## src/logic/arb_pkg.sv

```systemverilog
`default_nettype none

package arb_pkg;

    // **************************************************
    // request ports.
    // **************************************************

    localparam int NUM_PORTS     = 3;
    localparam int PORT_ID_WIDTH = $clog2(NUM_PORTS);

    // merge output register.
    typedef enum logic {
        STAGE_EMPTY = 1'b0,
        STAGE_FULL  = 1'b1
    } merge_stage_e;

endpackage

`default_nettype wire

```

## src/logic/mem_pkg.sv

```systemverilog
`default_nettype none

package mem_pkg;

    // **************************************************
    // transaction widths.
    // **************************************************

    localparam int MEM_ADDR_WIDTH = 6;                 // word address.
    localparam int MEM_DEPTH      = 2 ** MEM_ADDR_WIDTH;
    localparam int MEM_DATA_WIDTH = 32;
    localparam int MEM_MASK_WIDTH = MEM_DATA_WIDTH / 8; // one bit per byte.
    localparam int MEM_ID_WIDTH   = 2;

    // **************************************************
    // opcodes and payloads.
    // **************************************************

    typedef enum logic {
        MEM_OP_READ  = 1'b0,
        MEM_OP_WRITE = 1'b1
    } mem_op_e;

    // id is left zero by the requester.
    typedef struct packed {
        mem_op_e                   op;
        logic [MEM_MASK_WIDTH-1:0] mask;
        logic [MEM_ADDR_WIDTH-1:0] addr;
        logic [MEM_DATA_WIDTH-1:0] data;
        logic [MEM_ID_WIDTH-1:0]   id;
    } mem_req_t;

    typedef struct packed {
        logic [MEM_ID_WIDTH-1:0]   id;
        logic [MEM_DATA_WIDTH-1:0] data;
    } mem_rsp_t;

endpackage

`default_nettype wire
```

## src/logic/mem_subsys.sv

```systemverilog
`timescale 1ns/1ps
`default_nettype none

module mem_subsys (
    input  logic                               clk,
    input  logic                               arst_n,

    input  logic [arb_pkg::NUM_PORTS-1:0]      req_valid,
    input  mem_pkg::mem_req_t                  req [arb_pkg::NUM_PORTS],
    output logic [arb_pkg::NUM_PORTS-1:0]      req_ready,

    output logic [arb_pkg::NUM_PORTS-1:0]      rsp_valid,
    output logic [mem_pkg::MEM_DATA_WIDTH-1:0] rsp_data
);

    import mem_pkg::*;

    logic     merge_valid;
    mem_req_t merge_req;
    logic     ram_ready;
    logic     ram_rsp_valid;
    mem_rsp_t ram_rsp;

    // **************************************************
    // request path.
    // **************************************************

    mem_merge #(
        .PIPELINE_MODE(1)
    ) merge_i (
        .clk       (clk),
        .arst_n    (arst_n),
        .in_valid  (req_valid),
        .in_req    (req),
        .in_ready  (req_ready),
        .out_valid (merge_valid),
        .out_req   (merge_req),
        .out_ready (ram_ready)
    );

    mem_ram ram_i (
        .clk       (clk),
        .arst_n    (arst_n),
        .req_valid (merge_valid),
        .req       (merge_req),
        .req_ready (ram_ready),
        .rsp_valid (ram_rsp_valid),
        .rsp       (ram_rsp)
    );

    // **************************************************
    // response path.
    // **************************************************

    mem_split split_i (
        .clk       (clk),
        .arst_n    (arst_n),
        .in_valid  (ram_rsp_valid),
        .in_rsp    (ram_rsp),
        .rsp_valid (rsp_valid),
        .rsp_data  (rsp_data)
    );

endmodule

`default_nettype wire

```

## src/logic/mem_split.sv

```systemverilog
`timescale 1ns/1ps
`default_nettype none

module mem_split (
    input  logic                                clk,
    input  logic                                arst_n,

    input  logic                                in_valid,
    input  mem_pkg::mem_rsp_t                   in_rsp,

    output logic [arb_pkg::NUM_PORTS-1:0]       rsp_valid,
    output logic [mem_pkg::MEM_DATA_WIDTH-1:0]  rsp_data
);

    import mem_pkg::*;
    import arb_pkg::*;

    logic     valid_q;
    mem_rsp_t rsp_q;

    always_ff @(posedge clk or negedge arst_n) begin
        if (!arst_n) begin
            valid_q <= 1'b0;
        end else begin
            valid_q <= in_valid;
        end
    end

    always_ff @(posedge clk) begin
        if (in_valid) begin
            rsp_q <= in_rsp;
        end
    end

    // id to one-hot strobe.
    always_comb begin
        for (int p = 0; p < NUM_PORTS; p++) begin
            rsp_valid[p] = valid_q && (rsp_q.id == MEM_ID_WIDTH'(p));
        end
    end

    assign rsp_data = rsp_q.data; // shared by all ports.

    // ids come from the merge tag.
    a_id_in_range: assert property (@(posedge clk) disable iff (!arst_n)
        in_valid |-> int'(in_rsp.id) < NUM_PORTS);

endmodule

`default_nettype wire

```

## src/logic/mem_ram.sv

```systemverilog
`timescale 1ns/1ps
`default_nettype none

module mem_ram (
    input  logic              clk,
    input  logic              arst_n,

    input  logic              req_valid,
    input  mem_pkg::mem_req_t req,
    output logic              req_ready,

    output logic              rsp_valid,
    output mem_pkg::mem_rsp_t rsp
);

    import mem_pkg::*;

    typedef enum logic {
        RAM_IDLE  = 1'b0,
        RAM_MERGE = 1'b1
    } ram_state_e;

    ram_state_e                state_q;
    logic [MEM_DATA_WIDTH-1:0] mem_q [MEM_DEPTH];
    logic                      accept;
    logic                      partial_wr;
    mem_req_t                  hold_req_q;
    logic [MEM_DATA_WIDTH-1:0] rd_word_q;
    logic [MEM_DATA_WIDTH-1:0] merged_word;
    logic                      wr_en;
    logic [MEM_ADDR_WIDTH-1:0] wr_addr;
    logic [MEM_DATA_WIDTH-1:0] wr_data;

    assign req_ready  = (state_q == RAM_IDLE);
    assign accept     = req_valid && req_ready;
    assign partial_wr = (req.op == MEM_OP_WRITE) && !(&req.mask);

    // **************************************************
    // control.
    // **************************************************

    always_ff @(posedge clk or negedge arst_n) begin
        if (!arst_n) begin
            state_q   <= RAM_IDLE;
            rsp_valid <= 1'b0;
        end else begin
            rsp_valid <= accept && (req.op == MEM_OP_READ);
            case (state_q)
                RAM_IDLE: begin
                    if (accept && partial_wr) begin
                        state_q <= RAM_MERGE;
                    end
                end
                default: begin
                    state_q <= RAM_IDLE; // write-back done.
                end
            endcase
        end
    end

    // **************************************************
    // datapath.
    // **************************************************

    always_ff @(posedge clk) begin
        if (accept) begin
            hold_req_q <= req;
            rd_word_q  <= mem_q[req.addr];
        end
    end

    always_comb begin
        for (int b = 0; b < MEM_MASK_WIDTH; b++) begin
            merged_word[b*8 +: 8] = hold_req_q.mask[b] ? hold_req_q.data[b*8 +: 8]
                                                      : rd_word_q[b*8 +: 8];
        end
    end

    // merge write-back has priority on the single write port.
    always_comb begin
        wr_en   = 1'b0;
        wr_addr = req.addr;
        wr_data = req.data;
        if (state_q == RAM_MERGE) begin
            wr_en   = 1'b1;
            wr_addr = hold_req_q.addr;
            wr_data = merged_word;
        end else if (accept && (req.op == MEM_OP_WRITE) && !partial_wr) begin
            wr_en = 1'b1;
        end
    end

    always_ff @(posedge clk) begin
        if (wr_en) begin
            mem_q[wr_addr] <= wr_data;
        end
    end

    assign rsp = '{id: hold_req_q.id, data: rd_word_q};

    // upstream holds its request through the stall.
    a_req_held: assert property (@(posedge clk) disable iff (!arst_n)
        req_valid && !req_ready |=> req_valid && $stable(req));

endmodule

`default_nettype wire

```

## src/logic/mem_merge.sv

```systemverilog
`timescale 1ns/1ps
`default_nettype none

module mem_merge #(
    parameter int PIPELINE_MODE = 1
) (
    input  logic                           clk,
    input  logic                           arst_n,

    input  logic [arb_pkg::NUM_PORTS-1:0]  in_valid,
    input  mem_pkg::mem_req_t              in_req [arb_pkg::NUM_PORTS],
    output logic [arb_pkg::NUM_PORTS-1:0]  in_ready,

    output logic                           out_valid,
    output mem_pkg::mem_req_t              out_req,
    input  logic                           out_ready
);

    import mem_pkg::*;
    import arb_pkg::*;

    logic [PORT_ID_WIDTH-1:0] last_q;     // last granted port.
    logic [PORT_ID_WIDTH-1:0] grant_idx;
    logic                     any_valid;
    logic                     lock_q;
    logic [PORT_ID_WIDTH-1:0] lock_idx_q;
    logic                     stage_ready;
    mem_req_t                 tagged_req;

    // **************************************************
    // round-robin arbitration.
    // **************************************************

    // lowest offset from last_q wins, so scan downwards.
    always_comb begin
        int cand;
        any_valid = 1'b0;
        grant_idx = '0;
        for (int i = NUM_PORTS; i >= 1; i--) begin
            cand = (int'(last_q) + i) % NUM_PORTS;
            if (in_valid[cand]) begin
                any_valid = 1'b1;
                grant_idx = PORT_ID_WIDTH'(cand);
            end
        end
        // a stalled winner keeps the grant.
        if (lock_q) begin
            grant_idx = lock_idx_q;
        end
    end

    always_comb begin
        tagged_req    = in_req[grant_idx];
        tagged_req.id = MEM_ID_WIDTH'(grant_idx); // tag with port number.
    end

    always_comb begin
        in_ready            = '0;
        in_ready[grant_idx] = any_valid && stage_ready;
    end

    always_ff @(posedge clk or negedge arst_n) begin
        if (!arst_n) begin
            last_q     <= PORT_ID_WIDTH'(NUM_PORTS - 1); // port 0 first.
            lock_q     <= 1'b0;
            lock_idx_q <= '0;
        end else begin
            lock_q     <= any_valid && !stage_ready;
            lock_idx_q <= grant_idx;
            if (any_valid && stage_ready) begin
                last_q <= grant_idx;
            end
        end
    end

    // **************************************************
    // output stage.
    // **************************************************

    generate
        if (PIPELINE_MODE != 0) begin : g_stage
            merge_stage_e stage_q;
            mem_req_t     stage_req_q;

            // free when empty or draining this edge.
            assign stage_ready = (stage_q == STAGE_EMPTY) || out_ready;
            assign out_valid   = (stage_q == STAGE_FULL);
            assign out_req     = stage_req_q;

            always_ff @(posedge clk or negedge arst_n) begin
                if (!arst_n) begin
                    stage_q <= STAGE_EMPTY;
                end else if (stage_ready) begin
                    stage_q <= any_valid ? STAGE_FULL : STAGE_EMPTY;
                end
            end

            always_ff @(posedge clk) begin
                if (any_valid && stage_ready) begin
                    stage_req_q <= tagged_req;
                end
            end
        end else begin : g_bypass
            assign stage_ready = out_ready;
            assign out_valid   = any_valid;
            assign out_req     = tagged_req;
        end
    endgenerate

    // grants only go to requesting ports.
    a_grant_valid: assert property (@(posedge clk) disable iff (!arst_n)
        (in_ready & ~in_valid) == '0);

    // downstream sees a steady request until it takes it.
    a_out_stable: assert property (@(posedge clk) disable iff (!arst_n)
        out_valid && !out_ready |=> out_valid && $stable(out_req));

endmodule

`default_nettype wire

```

## config.mk

```make
export PLATFORM = sky130hd
export DESIGN_NAME = mem_subsys
export DESIGN_NICKNAME = d
export VERILOG_FILES = /design/src/logic/arb_pkg.sv /design/src/logic/mem_pkg.sv /design/src/logic/mem_subsys.sv /design/src/logic/mem_split.sv /design/src/logic/mem_ram.sv /design/src/logic/mem_merge.sv
export SDC_FILE = /design/constraint.sdc
export NUM_CORES = 2
export LEC_CHECK = 0
export ABC_AREA = 1
export BUFFER_PORTS_ARGS = -buffer_cell sky130_fd_sc_hd__buf_2
export CAP_MARGIN = 20
export CORE_ASPECT_RATIO = 1.4
export CORE_MARGIN = 10
export CORE_UTILIZATION = 40
export DETAILED_ROUTE_END_ITERATION = 7
export PLACE_DENSITY_LB_ADDON = 0.08
export REMOVE_ABC_BUFFERS = 1
export SLEW_MARGIN = 20
export SYNTH_ARGS = -nofsm -noshare
export SYNTH_HDL_FRONTEND = slang
export SYNTH_SLANG_ARGS = --single-unit
```

## constraint.sdc

```tcl
create_clock -name clk -period 6.9 [get_ports clk]
set_input_delay 1.38 -clock clk [delete_from_list [all_inputs] [get_ports clk]]
set_output_delay 1.38 -clock clk [all_outputs]
set_load 0.02 [all_outputs]
```

==> impl_metrics.toml <==
[run]
cap_violations = 0

[placement]
hpwl_mm = 143
gp_congestion = 0.808
placed_cell_area_mm2 = 0.0928
io_buffers = 171

[floorplan]
initial_core_util_pct = 40.1
rows = 204
die_h_um = 576
core_mm2 = 0.220
num_io_pins = 178
die_area_mm2 = 0.240
die_w_um = 417

[cts]
htree_levels = 4
cts_sinks = 2212
clk_latency_ps = 890
cts_tree = "yes"
numCtsBuffers = 220
cts_root_buf = "clkbuf_16"
postCtsSetupBuffers = 0
clockBufferDepth = 4
cts.clk_slew.worst_paths_ps = 60
ctsHoldBuffers = 0
cts_resized = 0

[synthesis]
ys.flop_type = "edfxtp_1"
netlist_instances = 7032
synth_seq_cells = 2212
synth_edf_count = 2203
netlist_area_mm2 = 0.0883
async_reset_ff_share_pct = 0.407
synth_cell_types = 30
ys.warnings.count = 0
seq_area_frac_synth_pct = 75.2
postSynthAreaPerCell_um2 = 12.6

[setup_path]
rr_worst_depth = 9
cp.required_ps = 5520
crit_fanout = 45
critPathLaunchType = "register"
crit_path_end_kind = "output port"
critPathKind = "reg2out"
crit_arrival_ps = 3500

[detailed_routing]
post_drt_via_cell_ratio = 5.63
vias = 57064
firstDrtPassIters = 6
wl_per_cell_um = 27.3
finalWirelength_mm = 277
ant_nets = 0
drt_drc_violations_left = 0
drt-initial-drc-count = 5603

[final_layout]
fillCellCount = 20002
finalInstanceArea_mm2 = 0.0994
ff_latch_area_mm2 = 0.0664
nets = 7234
area_growth_pct = 12.6
multiInputGateArea_mm2 = 0.0197
drive_gt1_share_pct = 10.1

[sta]
tns_ps = 0
tightest_slew_ps = 1160
fmax_mhz = 205
period_share_pct = 70.8
clock_skew_ps = 46.8
setup_viol = 0
rsz0062_at_grt = "no"
period_needed_ps = 4880
slew_headroom_pct = 22.6
slew_violations = 0
hold_viol_final = 0

[power_and_ir_drop]
peakVddDrop_v = 0.000538
p_leak_nw = 33.4
cellPowerDensity_mw_per_mm2 = 508

[global_route]
overflow = 0
grt_pass1_vias = 55125
grt_start_max_net_pins = 175
grt_use_total_pct = 22.3
grt_pass1_wl_mm = 396
antenna_found_initial = 15

[outcome]
status = "finished, final reports clean"

[min_path]
worstHoldPathType = "in2async"
synthesized netlist by cell type, types with 6 or more instances:
cell      count  area [um^2]
inv_1       167          627
a21oi_1      57          285
clkbuf_1    266          998
o21ai_0    1030         5150
inv_2         6         22.5
o22ai_1     456         2850
buf_4        62          465
nand3_1     571         2860
nand4_1      10         62.6
dfrtp_1       8          200
o21ai_1      10         50.1
buf_6         7         78.8
edfxtp_1   2203        66200
buf_2       142          711
buf_1        30          113
nor2_1     1018         3820
nand2_1     964         3620
area by class of cell:
cell class	instances	area share (%)
multi-input combinational	4138	19.9
tap	2884	3.63
sequential	2212	66.8
clock inverter	94	0.657
timing repair buffer	343	2.41
clock buffer	287	5.91
antenna	8	0.0201
inverter	175	0.700
flip-flops by register name, summed over array words and instances (netlist names):
| name | flops |
|---|---|
| merge_i.last_q | 2 |
| merge_i.lock_idx_q | 2 |
| merge_i.lock_q | 1 |
| merge_i.out_req | 45 |
| merge_i.out_valid | 1 |
| ram_i.hold_req_q | 42 |
| ram_i.mem_q | 2048 |
| ram_i.rd_word_q | 32 |
| ram_i.rsp | 2 |
| ram_i.rsp_valid | 1 |
| ram_i.state_q | 1 |
| split_i.rsp_data | 32 |
| split_i.rsp_q | 2 |
| split_i.valid_q | 1 |
metal layers:
layer	GRT usage [%]	vias up	share of wire (%)
li1	-	25651	-
met1	30.4	29220	43
met2	37.3	1789	48
met3	2.56	404	5.9
met4	7.35	0	3.4
met5	0	-	0
worst max-delay path: stages (launching register included):
cell and delay, ps:
dfstp_2 570, inv_1 60, ha_1 240, inv_1 90, nand3_1 80, nand2_1 130, inv_1 90, nand2_1 60
nand3_1 120, o21ai_4 110, buf_4 490, nand2_1 220, nor2_1 160, buf_2 200
power by group:
group / internal (mW) / switching [mW] / leakage (nW)
registers: 19.0 / 0.491 / 20.1
clock network: 6.27 / 5.01 / 3.19
logic: 4.23 / 15.5 / 10.0
total: 29.5 / 21.0 / 33.4
cell families after synthesis:
group | share of synthesized area, %
adder cells (fa/ha/maj) | 0.0567
flip-flops | 75.2
AO/OA/AOI/OAI | 9.50
AND/OR/NAND/NOR | 11.8
buffers and inverters | 3.43
stage by stage:
stage | cells | total power [mW] | utilization, % | hold WS (ps) | setup WS [ps]
4_1_cts | 10133 | 50.8 | 45.2 | 334 | 1970
3_5_place_dp | 9752 | 39.5 | 42.2 | 405 | 2230
2_1_floorplan | 6525 | 29.8 | - | 400 | -30740
3_3_place_gp | 9748 | 39.3 | 42.2 | 407 | 2130
5_1_grt | 10136 | 53.0 | 45.2 | 365 | 1760
6_report | 10141 | 50.5 | 45.2 | 375 | 2020
cell usage in the layout (no fill, tap or decap), drive strengths merged:
master	count
nor3b	1
diode	8
nor3	2
a21oi	57
edfxtp	2203
clkbuf	287
buf	343
inv	176
nor2	1019
dfstp	1
o21a	1
o31ai	1
nand2	966
nand3	571
o22ai	456
nand4	10
or2	7
clkinvlp	2
o21ai	1043
bufinv	9
clkinv	82
dfrtp	8
ha	4
final timing paths:
| check | startpoint | endpoint | slack [ps] |
|---|---|---|---|
| setup / recovery | merge_i.last_q[1] | req_ready[1] | 2020 |
| hold / removal | arst_n | merge_i.last_q[0] | 380 |
| setup reg to reg | ram_i.state_q | ram_i.mem_q[56][20] | 2920 |
| hold reg to reg | merge_i.out_req[0] | ram_i.rsp[32] | 420 |
| max in group asynchronous | arst_n | merge_i.last_q[1] | 6260 |
| min in group clk | merge_i.out_req[0] | ram_i.rsp[32] | 420 |
(Power assumes the default switching activity.)
